==> src/rtl/nic_pkg.sv <==
package nic_pkg;

	// EEPROM geometry, 256 words of 16 bits
	localparam int EE_ADDR_W = 8;
	localparam int EE_DATA_W = 16;

	// Host register port
	localparam int REG_ADDR_W = 4;
	localparam int REG_DATA_W = 32;

	// Reset sequencer counter, top bit ends the reset
	localparam int RST_CNT_W = 7;

	// Sum of words 0x00..0x3F must give this
	localparam logic [EE_DATA_W-1:0] EE_CHECKSUM = 16'hBABA;
	localparam logic [EE_ADDR_W-1:0] EE_CHECKSUM_ADDR = 8'h3F;

	// Register field positions
	localparam int CTRL_RST_BIT = 0;
	localparam int STATUS_BUSY_BIT = 0;
	localparam int STATUS_DONE_BIT = 1;
	localparam int EERD_START_BIT = 0;
	localparam int EERD_DONE_BIT = 4;
	localparam int EERD_ADDR_LSB = 8;
	localparam int EERD_DATA_LSB = 16;

	// Host register map
	typedef enum logic [REG_ADDR_W-1:0] {
		REG_CTRL    = 4'd0,
		REG_STATUS  = 4'd1,
		REG_EERD    = 4'd2,
		REG_SCRATCH = 4'd3
	} reg_addr_e;

	// Microwire opcodes, sent after the start bit
	typedef enum logic [1:0] {
		MW_EWEN  = 2'b00,
		MW_WRITE = 2'b01,
		MW_READ  = 2'b10,
		MW_ERASE = 2'b11
	} mw_opcode_e;

	typedef enum logic [1:0] {CTRL_IDLE, CTRL_ACCESS, CTRL_ACK, CTRL_RELEASE} ctrl_state_e;
	typedef enum logic [1:0] {MW_IDLE, MW_SHIFT, MW_DONE} mw_state_e;
	typedef enum logic [1:0] {EMU_CMD, EMU_LOAD, EMU_DATA, EMU_WAIT} emu_state_e;

endpackage

==> src/rtl/nic_reset_sync.sv <==
module nic_reset_sync (
	input  logic nic_clk,
	input  logic ext_rst,
	input  logic clk_locked_i,
	input  logic reset_request_i,
	output logic nic_rst_o
);
	import nic_pkg::*;

	logic [RST_CNT_W-1:0] rst_cnt;

	// Count locked cycles, stop once the top bit sets
	always_ff @(posedge nic_clk or posedge ext_rst) begin
		if (ext_rst) begin
			rst_cnt <= '0;
		end else if (reset_request_i || !clk_locked_i) begin
			// Software reset or lost lock restarts the wait
			rst_cnt <= '0;
		end else if (!rst_cnt[RST_CNT_W-1]) begin
			rst_cnt <= rst_cnt + 1'b1;
		end
	end

	// Held in reset until 64 clean cycles have passed
	assign nic_rst_o = !rst_cnt[RST_CNT_W-1];

endmodule

==> src/rtl/config_rom.sv <==
module config_rom #(
	parameter logic [47:0] MAC_ADDR = 48'h02_00_00_00_00_01
) (
	input  logic                          nic_clk,
	input  logic                          nic_rst_i,
	input  logic                          rom_ren_i,
	input  logic [nic_pkg::EE_ADDR_W-1:0] rom_addr_i,
	output logic [nic_pkg::EE_DATA_W-1:0] rom_data_o
);
	import nic_pkg::*;

	// Byte 0 of the MAC is the top byte of MAC_ADDR, low half of word 0
	localparam logic [EE_DATA_W-1:0] MAC_WORD0 = {MAC_ADDR[39:32], MAC_ADDR[47:40]};
	localparam logic [EE_DATA_W-1:0] MAC_WORD1 = {MAC_ADDR[23:16], MAC_ADDR[31:24]};
	localparam logic [EE_DATA_W-1:0] MAC_WORD2 = {MAC_ADDR[7:0], MAC_ADDR[15:8]};
	// Makes words 0x00..0x3F add up to the checksum, modulo 2^16
	localparam logic [EE_DATA_W-1:0] CSUM_WORD =
		EE_CHECKSUM - (MAC_WORD0 + MAC_WORD1 + MAC_WORD2);

	// One cycle lookup, rest of the array reads 0
	always_ff @(posedge nic_clk or posedge nic_rst_i) begin
		if (nic_rst_i) begin
			rom_data_o <= '0;
		end else if (rom_ren_i) begin
			case (rom_addr_i)
				EE_ADDR_W'(0): rom_data_o <= MAC_WORD0;
				EE_ADDR_W'(1): rom_data_o <= MAC_WORD1;
				EE_ADDR_W'(2): rom_data_o <= MAC_WORD2;
				EE_CHECKSUM_ADDR: rom_data_o <= CSUM_WORD;
				default: rom_data_o <= '0;
			endcase
		end
	end

endmodule

==> src/rtl/eeprom_emu.sv <==
module eeprom_emu (
	input  logic                          nic_clk,
	input  logic                          nic_rst_i,
	input  logic                          ee_cs_i,
	input  logic                          ee_sk_i,
	input  logic                          ee_di_i,
	output logic                          ee_do_o,
	output logic                          rom_ren_o,
	output logic [nic_pkg::EE_ADDR_W-1:0] rom_addr_o,
	input  logic [nic_pkg::EE_DATA_W-1:0] rom_data_i
);
	import nic_pkg::*;

	localparam int CMD_BITS = 3 + EE_ADDR_W;
	// Count value on the rise after the last data bit
	localparam int LAST_BIT = CMD_BITS + EE_DATA_W;
	localparam int CNT_W = $clog2(LAST_BIT + 1);

	emu_state_e           state;
	logic                 sk_q;
	logic                 sk_rise;
	logic [CNT_W-1:0]     bit_cnt;
	// Opcode and upper address bits, start bit not kept
	logic [CMD_BITS-3:0]  cmd_sr;
	logic [EE_DATA_W-1:0] data_sr;
	mw_opcode_e           opcode;
	logic                 cmd_last;

	assign sk_rise = ee_sk_i && !sk_q;
	assign opcode = mw_opcode_e'(cmd_sr[CMD_BITS-3 -: 2]);
	// Address LSB is still on di in this cycle
	assign cmd_last = (state == EMU_CMD) && ee_cs_i && sk_rise &&
		(bit_cnt == CNT_W'(CMD_BITS - 1));

	// ROM fetch fires on the last command bit of a READ
	assign rom_ren_o = cmd_last && (opcode == MW_READ);
	assign rom_addr_o = {cmd_sr[EE_ADDR_W-2:0], ee_di_i};

	always_ff @(posedge nic_clk or posedge nic_rst_i) begin
		if (nic_rst_i) begin
			state <= EMU_CMD;
			sk_q <= 1'b0;
			bit_cnt <= '0;
			ee_do_o <= 1'b1;
		end else begin
			sk_q <= ee_sk_i;
			if (!ee_cs_i) begin
				// Deselect aborts anything in progress
				state <= EMU_CMD;
				bit_cnt <= '0;
				ee_do_o <= 1'b1;
			end else begin
				case (state)
					// Leading zeros before the start bit are skipped
					EMU_CMD: if (sk_rise && ((bit_cnt != '0) || ee_di_i)) begin
						bit_cnt <= bit_cnt + 1'b1;
						if (cmd_last) begin
							case (opcode)
								MW_READ: begin
									state <= EMU_LOAD;
									ee_do_o <= 1'b0;
								end
								// Accepted but nothing is written
								MW_EWEN, MW_WRITE, MW_ERASE: state <= EMU_WAIT;
							endcase
						end
					end
					EMU_LOAD: state <= EMU_DATA;
					EMU_DATA: if (sk_rise) begin
						bit_cnt <= bit_cnt + 1'b1;
						if (bit_cnt == CNT_W'(LAST_BIT)) begin
							state <= EMU_WAIT;
							ee_do_o <= 1'b1;
						end else begin
							ee_do_o <= data_sr[EE_DATA_W-1];
						end
					end
					// Idle high until cs drops
					EMU_WAIT: ee_do_o <= 1'b1;
				endcase
			end
		end
	end

	// Command bits after the start bit
	always_ff @(posedge nic_clk) begin
		if ((state == EMU_CMD) && ee_cs_i && sk_rise && (bit_cnt != '0)) begin
			cmd_sr <= {cmd_sr[CMD_BITS-4:0], ee_di_i};
		end
	end

	// ROM word in, then MSB first out
	always_ff @(posedge nic_clk) begin
		if (state == EMU_LOAD) begin
			data_sr <= rom_data_i;
		end else if ((state == EMU_DATA) && sk_rise) begin
			data_sr <= {data_sr[EE_DATA_W-2:0], 1'b0};
		end
	end

endmodule

==> src/rtl/microwire_master.sv <==
module microwire_master #(
	parameter int SK_HALF_CYCLES = 2
) (
	input  logic                          nic_clk,
	input  logic                          nic_rst_i,
	input  logic                          mw_req_i,
	input  logic [nic_pkg::EE_ADDR_W-1:0] mw_addr_i,
	output logic                          mw_ack_o,
	output logic [nic_pkg::EE_DATA_W-1:0] mw_data_o,
	output logic                          ee_cs_o,
	output logic                          ee_sk_o,
	output logic                          ee_di_o,
	input  logic                          ee_do_i
);
	import nic_pkg::*;

	// Start bit, opcode, address
	localparam int CMD_BITS = 3 + EE_ADDR_W;
	// Command, dummy zero, then the data word
	localparam int TOTAL_RISES = CMD_BITS + 1 + EE_DATA_W;
	localparam int RISE_W = $clog2(TOTAL_RISES + 1);
	localparam int DIV_W = $clog2(SK_HALF_CYCLES + 1);

	mw_state_e            state;
	logic [DIV_W-1:0]     div_cnt;
	logic                 half_tick;
	logic [RISE_W-1:0]    rise_cnt;
	logic [CMD_BITS-1:0]  cmd_sr;
	logic [EE_DATA_W-1:0] data_sr;

	// End of each serial clock half period
	assign half_tick = (state == MW_SHIFT) && (div_cnt == DIV_W'(SK_HALF_CYCLES - 1));

	assign ee_di_o = cmd_sr[CMD_BITS-1];
	assign mw_ack_o = (state == MW_DONE);
	assign mw_data_o = data_sr;

	always_ff @(posedge nic_clk or posedge nic_rst_i) begin
		if (nic_rst_i) begin
			state <= MW_IDLE;
			div_cnt <= '0;
			rise_cnt <= '0;
			cmd_sr <= '0;
			ee_cs_o <= 1'b0;
			ee_sk_o <= 1'b0;
		end else begin
			case (state)
				MW_IDLE: if (mw_req_i) begin
					// Start bit is on di as cs rises
					state <= MW_SHIFT;
					ee_cs_o <= 1'b1;
					div_cnt <= '0;
					rise_cnt <= '0;
					cmd_sr <= {1'b1, MW_READ, mw_addr_i};
				end
				MW_SHIFT: begin
					div_cnt <= half_tick ? '0 : div_cnt + 1'b1;
					if (half_tick && !ee_sk_o) begin
						ee_sk_o <= 1'b1;
						rise_cnt <= rise_cnt + 1'b1;
					end else if (half_tick) begin
						// Next command bit goes out on the falling edge
						ee_sk_o <= 1'b0;
						cmd_sr <= {cmd_sr[CMD_BITS-2:0], 1'b0};
						if (rise_cnt == RISE_W'(TOTAL_RISES)) begin
							state <= MW_DONE;
							ee_cs_o <= 1'b0;
						end
					end
				end
				// Hold ack until the requester lets go
				MW_DONE: if (!mw_req_i) state <= MW_IDLE;
				default: state <= MW_IDLE;
			endcase
		end
	end

	// Sample do as sk rises, past the command and the dummy bit
	always_ff @(posedge nic_clk) begin
		if (half_tick && !ee_sk_o && (rise_cnt > RISE_W'(CMD_BITS))) begin
			data_sr <= {data_sr[EE_DATA_W-2:0], ee_do_i};
		end
	end

endmodule

==> src/rtl/host_reg_ctrl.sv <==
module host_reg_ctrl (
	input  logic                            nic_clk,
	input  logic                            nic_rst_i,
	input  logic                            host_req_i,
	input  logic                            host_we_i,
	input  logic [nic_pkg::REG_ADDR_W-1:0]  host_addr_i,
	input  logic [nic_pkg::REG_DATA_W-1:0]  host_wdata_i,
	output logic                            host_ack_o,
	output logic [nic_pkg::REG_DATA_W-1:0]  host_rdata_o,
	output logic                            reset_request_o,
	output logic                            mw_req_o,
	output logic [nic_pkg::EE_ADDR_W-1:0]   mw_addr_o,
	input  logic                            mw_ack_i,
	input  logic [nic_pkg::EE_DATA_W-1:0]   mw_data_i
);
	import nic_pkg::*;

	ctrl_state_e           state;
	reg_addr_e             reg_addr;
	logic [REG_DATA_W-1:0] scratch;
	logic [REG_DATA_W-1:0] rdata_mux;
	logic [EE_ADDR_W-1:0]  eerd_addr;
	logic [EE_DATA_W-1:0]  eerd_data;
	logic                  ee_busy;
	logic                  ee_done;
	logic                  rst_pend;
	logic                  wr_strobe;
	logic                  start_strobe;

	assign reg_addr = reg_addr_e'(host_addr_i);

	// Writes take effect in the single access cycle
	assign wr_strobe = (state == CTRL_ACCESS) && host_we_i;
	// START while a read is in flight is dropped
	assign start_strobe = wr_strobe && (reg_addr == REG_EERD) &&
		host_wdata_i[EERD_START_BIT] && !ee_busy;

	// Host handshake FSM
	always_ff @(posedge nic_clk or posedge nic_rst_i) begin
		if (nic_rst_i) begin
			state <= CTRL_IDLE;
		end else begin
			case (state)
				CTRL_IDLE: if (host_req_i) state <= CTRL_ACCESS;
				CTRL_ACCESS: state <= CTRL_ACK;
				// Ack stays up as long as the host holds req
				CTRL_ACK: if (!host_req_i) state <= CTRL_RELEASE;
				CTRL_RELEASE: state <= CTRL_IDLE;
				default: state <= CTRL_IDLE;
			endcase
		end
	end

	assign host_ack_o = (state == CTRL_ACK);
	// Device reset only once the handshake has closed
	assign reset_request_o = (state == CTRL_RELEASE) && rst_pend;

	// Read decode, unmapped addresses give 0
	// CTRL reads 0 as RST clears itself before any read
	always_comb begin
		rdata_mux = '0;
		case (reg_addr)
			REG_STATUS: begin
				rdata_mux[STATUS_BUSY_BIT] = ee_busy;
				rdata_mux[STATUS_DONE_BIT] = ee_done;
			end
			REG_EERD: begin
				rdata_mux[EERD_DATA_LSB +: EE_DATA_W] = eerd_data;
				rdata_mux[EERD_ADDR_LSB +: EE_ADDR_W] = eerd_addr;
				rdata_mux[EERD_DONE_BIT] = ee_done;
			end
			REG_SCRATCH: rdata_mux = scratch;
			default: rdata_mux = '0;
		endcase
	end

	// Read data captured once per access
	always_ff @(posedge nic_clk) begin
		if (state == CTRL_ACCESS) begin
			host_rdata_o <= rdata_mux;
		end
	end

	// Scratch and pending software reset
	always_ff @(posedge nic_clk or posedge nic_rst_i) begin
		if (nic_rst_i) begin
			scratch <= '0;
			rst_pend <= 1'b0;
		end else begin
			if (wr_strobe && (reg_addr == REG_SCRATCH)) begin
				scratch <= host_wdata_i;
			end
			if (wr_strobe && (reg_addr == REG_CTRL)) begin
				rst_pend <= host_wdata_i[CTRL_RST_BIT];
			end else if (state == CTRL_RELEASE) begin
				rst_pend <= 1'b0;
			end
		end
	end

	// EERD fields and request side of the serial read
	always_ff @(posedge nic_clk or posedge nic_rst_i) begin
		if (nic_rst_i) begin
			eerd_addr <= '0;
			eerd_data <= '0;
			ee_busy <= 1'b0;
			ee_done <= 1'b0;
			mw_req_o <= 1'b0;
		end else if (start_strobe) begin
			eerd_addr <= host_wdata_i[EERD_ADDR_LSB +: EE_ADDR_W];
			ee_done <= 1'b0;
			ee_busy <= 1'b1;
			mw_req_o <= 1'b1;
		end else if (mw_req_o && mw_ack_i) begin
			// Word is in, release the master
			eerd_data <= mw_data_i;
			ee_busy <= 1'b0;
			ee_done <= 1'b1;
			mw_req_o <= 1'b0;
		end
	end

	assign mw_addr_o = eerd_addr;

endmodule

==> src/rtl/nic_core_top.sv <==
module nic_core_top #(
	parameter logic [47:0] MAC_ADDR = 48'h02_00_00_00_00_01,
	parameter int SK_HALF_CYCLES = 2
) (
	input  logic                           nic_clk,
	input  logic                           ext_rst,
	input  logic                           clk_locked_i,
	input  logic                           host_req_i,
	input  logic                           host_we_i,
	input  logic [nic_pkg::REG_ADDR_W-1:0] host_addr_i,
	input  logic [nic_pkg::REG_DATA_W-1:0] host_wdata_i,
	output logic                           host_ack_o,
	output logic [nic_pkg::REG_DATA_W-1:0] host_rdata_o,
	output logic                           nic_rst_o
);
	import nic_pkg::*;

	logic                 reset_request;
	// EEPROM read request
	logic                 mw_req;
	logic [EE_ADDR_W-1:0] mw_addr;
	logic                 mw_ack;
	logic [EE_DATA_W-1:0] mw_data;
	// Microwire bus, kept on chip
	logic                 ee_cs;
	logic                 ee_sk;
	logic                 ee_di;
	logic                 ee_do;
	// ROM port
	logic                 rom_ren;
	logic [EE_ADDR_W-1:0] rom_addr;
	logic [EE_DATA_W-1:0] rom_data;

	nic_reset_sync reset_sync_i (
		.nic_clk(nic_clk),
		.ext_rst(ext_rst),
		.clk_locked_i(clk_locked_i),
		.reset_request_i(reset_request),
		.nic_rst_o(nic_rst_o)
	);

	// Register path sits in the NIC reset domain
	host_reg_ctrl host_reg_ctrl_i (
		.nic_clk(nic_clk),
		.nic_rst_i(nic_rst_o),
		.host_req_i(host_req_i),
		.host_we_i(host_we_i),
		.host_addr_i(host_addr_i),
		.host_wdata_i(host_wdata_i),
		.host_ack_o(host_ack_o),
		.host_rdata_o(host_rdata_o),
		.reset_request_o(reset_request),
		.mw_req_o(mw_req),
		.mw_addr_o(mw_addr),
		.mw_ack_i(mw_ack),
		.mw_data_i(mw_data)
	);

	microwire_master #(
		.SK_HALF_CYCLES(SK_HALF_CYCLES)
	) microwire_master_i (
		.nic_clk(nic_clk),
		.nic_rst_i(nic_rst_o),
		.mw_req_i(mw_req),
		.mw_addr_i(mw_addr),
		.mw_ack_o(mw_ack),
		.mw_data_o(mw_data),
		.ee_cs_o(ee_cs),
		.ee_sk_o(ee_sk),
		.ee_di_o(ee_di),
		.ee_do_i(ee_do)
	);

	eeprom_emu eeprom_emu_i (
		.nic_clk(nic_clk),
		.nic_rst_i(nic_rst_o),
		.ee_cs_i(ee_cs),
		.ee_sk_i(ee_sk),
		.ee_di_i(ee_di),
		.ee_do_o(ee_do),
		.rom_ren_o(rom_ren),
		.rom_addr_o(rom_addr),
		.rom_data_i(rom_data)
	);

	config_rom #(
		.MAC_ADDR(MAC_ADDR)
	) rom_i (
		.nic_clk(nic_clk),
		.nic_rst_i(nic_rst_o),
		.rom_ren_i(rom_ren),
		.rom_addr_i(rom_addr),
		.rom_data_o(rom_data)
	);

endmodule

==> config.mk <==
export PLATFORM = sky130hd
export DESIGN_NAME = nic_core_top
export DESIGN_NICKNAME = d
export VERILOG_FILES = /design/src/rtl/nic_pkg.sv /design/src/rtl/nic_reset_sync.sv /design/src/rtl/config_rom.sv /design/src/rtl/eeprom_emu.sv /design/src/rtl/microwire_master.sv /design/src/rtl/host_reg_ctrl.sv /design/src/rtl/nic_core_top.sv
export SDC_FILE = /design/constraint.sdc
export NUM_CORES = 1
export LEC_CHECK = 0
export ABC_AREA = 1
export BUFFER_PORTS_ARGS = -buffer_cell sky130_fd_sc_hd__buf_2
export CAP_MARGIN = 30
export CORE_UTILIZATION = 50
export CTS_CLUSTER_SIZE = 20
export DETAILED_ROUTE_END_ITERATION = 8
export PLACE_DENSITY = 0.69
export SLEW_MARGIN = 20
export SYNTH_ARGS = -nofsm -noshare
export SYNTH_HDL_FRONTEND = slang
export SYNTH_SLANG_ARGS = --single-unit
==> constraint.sdc <==
create_clock -name nic_clk -period 3.5 [get_ports nic_clk]
set_input_delay 0 -clock nic_clk [delete_from_list [all_inputs] [get_ports nic_clk]]
set_output_delay 0 -clock nic_clk [all_outputs]
set_load 0.01 [all_outputs]
Word-level counts from Yosys, hierarchy flattened
Cells that the tools add are included.
- bits in registers: 188
- bits of input ports: 41
- output and inout port bits: 34
- word-level logic and storage cells: 176
- add/subtract/negate cells: 4
- $lt $le $gt $ge: 1
- equality and inequality tests: 37
- muxes and demuxes: 58
- bitwise gates (word level): 1
- reductions and logical operators: 50
- operators with widths (cell ; number):
    one-hot mux 16 bit (3 select lines) ; 1
    one-hot mux 24 bit (2 select lines) ; 1
    two-way mux 11 bit ; 3
    two-way mux 16 bit ; 2
    two-way mux 2 bit ; 14
    two-way mux 5 bit ; 5
    one-hot mux 11 bit (2 select lines) ; 1
    one-hot mux 5 bit (2 select lines) ; 2
    AND reduction 5 bit ; 4
    logical AND 1 bit ; 19
    two-way mux 1 bit ; 18
    != test 2 bit (second input constant) ; 8
    == test 2 bit (second input constant) ; 7
    two-way mux 7 bit ; 2
    one-hot mux 2 bit (2 select lines) ; 3
    one-hot mux 2 bit (3 select lines) ; 2
    adder 5 x 1 -> 5 bit (second input constant) ; 2
    == test 2 x 1 -> 1 bit (second input constant) ; 5
    == test 5 bit (second input constant) ; 2
    nonzero test 2 bit ; 5
    != test 3 x 2 -> 1 bit (second input constant) ; 3
    == test 4 x 2 -> 1 bit (second input constant) ; 2
    == test 8 x 2 -> 1 bit (second input constant) ; 1
    == test 8 x 6 -> 1 bit (second input constant) ; 1
    other kinds (23) ; 38

Depth between registers and ports, before layout
Gate-level depths: netlist of the first run.
- depth after elaboration: 8
- mapped depth: 10
- mapped depth without buffers: 10

Hierarchy
From an unflattened synthesis of the first run, not the netlist that was laid out.
- cell total of the unflattened synthesis: 860
- area total of the unflattened synthesis: 8044.0 sq um
- by module, submodules not included (module ; times used ; cells an instance ; area each (sq um)):
    host_reg_ctrl ; 1 ; 399 ; 3878.7
    eeprom_emu ; 1 ; 206 ; 1835.5
    microwire_master ; 1 ; 162 ; 1654.1
    nic_reset_sync ; 1 ; 44 ; 375.4
    config_rom ; 1 ; 49 ; 300.3

Worst setup path before layout of the first run
OpenSTA, ideal clock, no wires.
- kind: register to register
- from: register reset_sync_i.rst_cnt[6]
- to: register reset_sync_i.rst_cnt[4]
- library setup time: 77 ps
- arrival: 3510 ps
- data required time: 3423 ps
- setup slack: -87 ps
- stages on the path, launching flop included: 6
- cells stage by stage: dfrtp_1 inv_1 and3_1 nand2_1 o21ai_0 a21oi_1
- longest elaborated chain between the ends: 1
- RTL lines (element ; line ; RTL):
    start, declared ; nic_reset_sync.sv:10 ; logic [RST_CNT_W-1:0] rst_cnt;
    start signal, assigned ; nic_reset_sync.sv:20 ; rst_cnt <= rst_cnt + 1'b1;
    != test 2 bit (no source line) ; n/a ;
Every way passes these cells.
A chain may end at the register's enable or synchronous reset.

Worst setup path after layout of the first run
- from: register host_reg_ctrl_i.state[1]
- to: register host_reg_ctrl_i.scratch[6]
- longest elaborated chain between the ends: 3
- RTL lines (element ; line ; RTL):
    start, declared ; host_reg_ctrl.sv:18 ; ctrl_state_e state;
    start signal, assigned ; host_reg_ctrl.sv:41 ; state <= CTRL_IDLE;
    start signal, assigned ; host_reg_ctrl.sv:44 ; CTRL_IDLE: if (host_req_i) state <= CTRL_ACCESS;
    start signal, assigned ; host_reg_ctrl.sv:45 ; CTRL_ACCESS: state <= CTRL_ACK;
    == test 2 x 1 -> 1 bit ; host_reg_ctrl.sv:33 ; assign wr_strobe = (state == CTRL_ACCESS) && host_we_i;
    logical AND 1 bit ; host_reg_ctrl.sv:33 ;
    logical AND 1 bit ; host_reg_ctrl.sv:90 ; if (wr_strobe && (reg_addr == REG_SCRATCH)) begin
    end signal, assigned ; host_reg_ctrl.sv:91 ; scratch <= host_wdata_i;
    end, declared ; host_reg_ctrl.sv:20 ; logic [REG_DATA_W-1:0] scratch;
Every way passes these cells.

==> results of run 1 <==
[tightest hold or removal path, stage by stage]
cell and delay [ns]:
buf_2 0.10, nand2_1 0.05, o21ai_0 0.17, a21oi_1 0.10
[synthesized netlist by cell type (all sizes together)]
cell type  instances  share of area, %
a21boi             2              0.20
a21oi             16               1.1
a22o              23               2.7
and3               1             0.084
buf               20               1.8
clkbuf             1             0.051
clkinv             2              0.19
dfrtp            101                34
dfstp              1              0.35
edfxtp            72                29
ha                15               2.5
inv               74               3.8
nand2            230                12
nand3             33               2.4
nand3b             4              0.46
nand4              8              0.88
nor2              48               2.7
nor3               4              0.27
o21ai             53               4.3
o21bai             1              0.10
o22a               2              0.24
o22ai              1             0.084
or2                1             0.084
xnor2              1              0.12
xor2               2              0.24
[cells by family after synthesis]
logic type	count (synthesis)	synth area share (%)
DFF	174	63.6
AOI/OAI and AO/OA	98	8.76
adders and majority gates	15	2.53
buffers and inverters	97	5.86
and+or+nand+nor	329	18.9
xor gates and xnor gates	3	0.355
[power by group]
group	total, mW	internal (mW)	switching, mW
registers	2.55	2.44	0.116
logic	0.599	0.229	0.370
clock network	2.03	1.23	0.805
[area by class of cell]
cell class,count,area [um^2],area share [%]
clock inverters,14,205,2.30
repair buffers,115,768,8.62
well taps,184,230,2.58
inverters,76,294,3.30
multi-input cells,445,2260,25.4
flip-flops and latches,174,4720,52.9
clock buffers,18,439,4.92
[flip-flops by register name, summed over array words and instances, names as in the netlist, 3 cells and up]
signal / count
eeprom_emu_i.bit_cnt: 5
eeprom_emu_i.cmd_sr: 9
eeprom_emu_i.data_sr: 15
host_reg_ctrl_i.eerd_data: 16
host_reg_ctrl_i.host_rdata_o: 32
host_reg_ctrl_i.mw_addr_o: 8
host_reg_ctrl_i.scratch: 32
microwire_master_i.cmd_sr: 11
microwire_master_i.mw_data_o: 16
microwire_master_i.rise_cnt: 5
reset_sync_i.rst_cnt: 7
rom_i.rom_data_o: 3
[stage by stage]
step	instances	area, um^2	worst slack, ns
after global placement	957	7910	1.37
after CTS	1026	8920	1.26
after global routing	1026	8920	0.959
final	1026	8920	1.21
after detailed placement	958	7910	1.30
after floorplan	716	7410	1.08
[per-layer routing]
metal / vias to the layer above / part of all wire (%) / global-route usage, %
li1: 2575 / - / -
met1: 2528 / 46 / 28.8
met2: 124 / 47 / 32.7
met3: 21 / 5.6 / 5.77
met4: 2 / 1.1 / 6.55
met5: - / 0.089 / 0
[placed cells by master (no fill, tap or decap), types with 15 or more instances in the layout]
master         instances
nand2_1              223
dfrtp_1              100
buf_2                 74
edfxtp_1              72
inv_1                 69
nor2_1                45
dlygate4sd3_1         36
nand3_1               32
o21ai_0               28
a22o_1                23
clkbuf_16             17
a21oi_1               16
o21ai_2               15
ha_1                  15
[worst max-delay path by stage]
stage	from	to	slack, ns	cells after the start
after floorplan	reset_sync_i.rst_cnt[6]$_DFF_PP0_	reset_sync_i.rst_cnt[4]$_DFFE_PP0P_	1.08	5
after global placement	host_reg_ctrl_i.state[1]$_DFFE_PN0P_	host_reg_ctrl_i.scratch[3]$_DFFE_PN0P_	1.37	7
after detailed placement	host_reg_ctrl_i.state[1]$_DFFE_PN0P_	host_reg_ctrl_i.scratch[2]$_DFFE_PN0P_	1.30	7
after CTS	host_reg_ctrl_i.state[1]$_DFFE_PN0P_	host_reg_ctrl_i.scratch[6]$_DFFE_PN0P_	1.26	7
after global routing	host_reg_ctrl_i.state[1]$_DFFE_PN0P_	host_reg_ctrl_i.scratch[7]$_DFFE_PN0P_	0.96	7
final	host_reg_ctrl_i.state[1]$_DFFE_PN0P_	host_reg_ctrl_i.scratch[6]$_DFFE_PN0P_	1.21	7
[repair_timing]
item                                   4_1_cts  5_1_grt
hold buffers                                36        0
resized for setup                            0        0
endpoints found under the hold margin       52        0
==> flow_metrics.py, run 1 <==
metrics = {
    "cts": {
        "cts_buffer_depth": 2,
        "insertion_delay_ns": 0.43,
        "h-tree-depth": 4,
        "cts_made_buffers": 17,
        "clock-sinks": 174,
        "cts_setup_buffers": 0,
        "cts_tree": "built",
        "cts-root-buf": "clkbuf_16",
        "clk_pin_slew_ns": 0.07,
    },
    "drt": {
        "via_per_inst": 5.12,
        "drt_wl_total_um": 14700,
        "drt_iter0_drc": 361,
        "antenna_left": 0,
        "first_pass_iters": 7,
        "vias": 5250,
        "drc": 0,
        "routedWlPerCell_um": 14.3,
    },
    "timing": {
        "fin_crit_sh_pct": 65.4,
        "holdWs_ns": 0.0302,
        "fmax_mhz": 437,
        "setup_viol": 0,
        "slew_violations": 0,
        "finalCriticalPeriod_ns": 2.29,
        "fin_tns_setup_ns": 0,
        "rsz0062_at_grt": "no",
        "worst_pin_slew_ns": 0.869,
        "finClkSkew_ns": 0.00729,
        "relSlewSlack_pct": 41.9,
        "hold_viol_final": 0,
    },
    "cells_and_area": {
        "nNetsFinal": 885,
        "nFillCells": 1157,
        "fin_util_pct": 61.6,
        "drive_above_1_share_pct": 17.7,
        "antenna_cells": 0,
        "area_delta_synth_final_pct": 20.3,
    },
    "floorplan": {
        "chipWidth_um": 124,
        "fp-row-count": 44,
        "fp.dieH_um": 124,
        "io_pins": 75,
        "core-area_um2": 14500,
        "start_util_pct": 51.2,
        "die_area_um2": 15300,
    },
    "power": {
        "max-vdd-ir-drop_mv": 0.499,
        "leakagePower_nw": 4.29,
        "power.total_mw": 5.18,
        "power_density_nw_per_um2": 581,
    },
    "global_route": {
        "grt_antenna_before_repair": 1,
        "grt_pass1_vias": 5140,
        "grt_pass1_wl_um": 24500,
        "grt_start_max_net_pins": 65,
        "grt-ovfl-total": 0,
        "gr-usage-all-layers_pct": 21.1,
    },
    "critical_path": {
        "cp_top_family": "simple AND/OR/NAND/NOR gates",
        "cp-end-kind": "flip-flop",
        "cp-start-kind": "flip-flop",
        "cp.required_ns": 3.79,
        "r2r_end": "host_reg_ctrl_i.scratch[6]$_DFFE_PN0P_",
        "path_cells": "inv_1 > ha_1 > nand2_1 > inv_1 > nand2_4 > nor2_1 > a21oi_1",
        "reg2reg_depth": 7,
        "arrival_ns": 2.58,
        "crit_top_cell": "inv_1",
        "crit_slowest_cell": "inv_1",
        "r2r_slack_ns": 1.21,
        "regToRegStartpoint": "host_reg_ctrl_i.state[1]$_DFFE_PN0P_",
        "path_max_fanout": 46,
        "max_stage_delay_ns": 0.59,
        "cp_num_buf_inv": 2,
        "crit_type": "reg -> reg",
    },
    "logic_synthesis": {
        "synthCells": 716,
        "syn_avg_cell_area_um2": 10.4,
        "synth_area_um2": 7410,
        "ys_seq_area_share_pct": 63.6,
        "ys_warn_count": 0,
        "ys_ff_latch": 174,
        "synthDistinctLibCells": 40,
        "synth_fp_nets": 772,
    },
    "min_path": {
        "hold_depth": 4,
        "hold_path_end": "host_reg_ctrl_i.state[1]$_DFFE_PN0P_",
        "hp-class": "in -> reg",
        "hold_start": "host_req_i",
    },
    "job": {
        "drv_cap": 0,
    },
    "run_status": {
        "outcome": "complete, no violations",
    },
    "place": {
        "dp.final_hpwl_um": 9520,
        "port_buffers": 74,
        "gp_routability_congestion": 0.876,
    },
}
No activity file was read; power rests on OpenSTA's default activity.
==> run 2: changes to the inputs <==
==> constraint.sdc (replaced) <==
create_clock -name nic_clk -period 2.3 [get_ports nic_clk]
set_input_delay 0 -clock nic_clk [delete_from_list [all_inputs] [get_ports nic_clk]]
set_output_delay 0 -clock nic_clk [all_outputs]
set_load 0.01 [all_outputs]
==> run 2 against run 1 <==
  * Clock power rose by 35%
  * Fmax rose by 25%
  * Sequential cell count did not move
  * Highest routed layer is now met4
  * Clock skew rose by 0.0045 ns
==> flow_metrics.py, run 2 (same netlist as run 1, synthesis figures left out) <==
metrics = {
    "power": {
        "power.total_mw": 7.56,
        "max-vdd-ir-drop_mv": 0.502,
        "power_density_nw_per_um2": 854,
        "leakagePower_nw": 4.26,
    },
    "global_route": {
        "top_usage_layer": "met2",
        "grt_antenna_before_repair": 0,
        "grt_pass1_vias": 5181,
        "use_met1_pct": 28.1,
        "grtUsageMet3_pct": 5.13,
        "grt_pass1_wl_um": 24900,
        "gr-usage-all-layers_pct": 21.5,
        "grt-ovfl-total": 0,
        "gr-usage-met2_pct": 34.7,
        "grt_start_max_net_pins": 98,
    },
    "floorplan": {
        "chipWidth_um": 124,
        "fp.dieH_um": 124,
        "fp-row-count": 44,
        "die_area_um2": 15300,
        "core-area_um2": 14500,
        "io_pins": 75,
        "start_util_pct": 51.2,
    },
    "critical_path": {
        "worst-path-stages": 9,
        "crit_top_cell": "nand2_1",
        "cp.required_ns": 2.62,
        "crit_type": "reg -> reg",
        "cp-endpoint": "eeprom_emu_i.state[1]$_DFFE_PN0P_",
        "crit_slowest_cell": "dfrtp_1",
        "path_max_fanout": 11,
        "regToRegStartpoint": "eeprom_emu_i.state[1]$_DFFE_PN0P_",
        "cp-start-kind": "flip-flop",
        "max_stage_delay_ns": 0.42,
        "arrival_ns": 2.15,
        "r2r_slack_ns": 0.47,
        "cp-end-kind": "flip-flop",
        "cp-startpoint": "eeprom_emu_i.state[1]$_DFFE_PN0P_",
        "reg2reg_depth": 9,
        "cp_num_buf_inv": 2,
        "path_cells": "inv_1 > ha_1 > inv_1 > nand2_1 > nor2_1 > a21oi_1 > nand3_1 > nand2_1 > nand2_1",
        "r2r_end": "eeprom_emu_i.state[1]$_DFFE_PN0P_",
        "cp_top_family": "simple AND/OR/NAND/NOR gates",
    },
    "cells_and_area": {
        "nNetsFinal": 886,
        "antenna_cells": 0,
        "multiInputGateArea_um2": 2260,
        "register_area_um2": 4720,
        "stdcell_count": 1027,
        "nFillCells": 1146,
        "drive_above_1_share_pct": 17.9,
        "fin_util_pct": 61.1,
        "top_regs": "host_reg_ctrl_i.host_rdata_o x32, host_reg_ctrl_i.scratch x32",
        "design_area_um2": 8850,
        "final_common_cell": "nand2_1",
        "layout_common_cells": "nand2_1, dfrtp_1, buf_2",
        "area_delta_synth_final_pct": 19.4,
    },
    "timing": {
        "fin_crit_sh_pct": 79.5,
        "fmax_mhz": 547,
        "finalCriticalPeriod_ns": 1.83,
        "slew_violations": 0,
        "hold_viol_final": 0,
        "finClkSkew_ns": 0.0117,
        "rsz0062_at_grt": "no",
        "finalWorstSetupSlack_ns": 0.471,
        "relSlewSlack_pct": 63.4,
        "fin_tns_setup_ns": 0,
        "setup_viol": 0,
        "worst_pin_slew_ns": 0.549,
        "holdWs_ns": 0.0207,
    },
    "place": {
        "placed_area_um2": 7950,
        "dp.final_hpwl_um": 9840,
        "port_buffers": 74,
        "gp_routability_congestion": 0.849,
        "pre_cts_ws_ns": 0.480,
        "post-place-cells": 961,
    },
    "run_status": {
        "outcome": "complete, no violations",
    },
    "drt": {
        "drc": 0,
        "vias": 5342,
        "via_per_inst": 5.20,
        "antenna_left": 0,
        "drt_iter0_drc": 386,
        "drt_wl_total_um": 15300,
        "routedWlPerCell_um": 14.9,
        "first_pass_iters": 5,
    },
    "cts": {
        "post_cts_resized": 0,
        "cts_buffer_depth": 2,
        "h-tree-depth": 4,
        "insertion_delay_ns": 0.43,
        "clk_pin_slew_ns": 0.07,
        "cts_tree": "built",
        "cts_made_buffers": 17,
        "cts-root-buf": "clkbuf_16",
        "clock-sinks": 174,
    },
    "min_path": {
        "hold_start": "host_addr_i[2]",
        "hold_depth": 4,
        "hp-class": "in -> reg",
    },
    "job": {
        "drv_cap": 0,
    },
}
-- run 2: changes by cell type in the layout (fill, tap and decap cells not counted), sizes merged --
cell         before  now
inv              78   79
buf              79   82
bufinv            4    1
clkinv            5    7
dlygate4sd3      36   34
-- run 2: timing repair --
item | CTS | global route
buffers inserted | 0 | 0
hold buffers | 34 | 0
endpoints found under the hold margin | 52 | 0
-- run 2: worst min-delay path by stage --
stage,to,slack (ns)
finish,host_reg_ctrl_i.host_rdata_o[7]$_SDFFCE_PP0N_,0.02
global route,host_reg_ctrl_i.host_rdata_o[5]$_SDFFCE_PP0N_,0.04
CTS,host_reg_ctrl_i.host_rdata_o[7]$_SDFFCE_PP0N_,0.01
detailed placement,reset_sync_i.rst_cnt[6]$_DFF_PP0_,-0.05
global placement,reset_sync_i.rst_cnt[4]$_DFFE_PP0P_,-0.06
floorplan,reset_sync_i.rst_cnt[0]$_DFFE_PP0P_,-0.20
-- run 2: power by group --
group | total, mW | switching [mW] | internal, mW
combinational | 0.915 | 0.562 | 0.353
clock | 2.75 | 1.24 | 1.51
sequential | 3.90 | 0.189 | 3.71
-- run 2: area by class of cell --
cell class / count / area share (%)
Inverter: 76 / 3.32
Clock buffer: 18 / 4.85
Sequential cell: 174 / 53.3
Multi-Input combinational cell: 445 / 25.5
Timing Repair Buffer: 116 / 8.85
Tap cell: 184 / 2.60
Clock inverter: 14 / 1.53
-- run 2: layer usage --
metal | share of wire [%] | wire length [um]
met5 | 0 | 0
met4 | 1.6 | 237
met3 | 6.1 | 939
met2 | 48 | 7270
met1 | 45 | 6830
-- run 2: worst reg2reg max path: stages (launching register included) --
cell and delay [ns]:
dfrtp_1 0.42, inv_1 0.09, ha_1 0.33, inv_1 0.23, nand2_1 0.11, nor2_1 0.05
a21oi_1 0.21, nand3_1 0.15, nand2_1 0.09, nand2_1 0.05
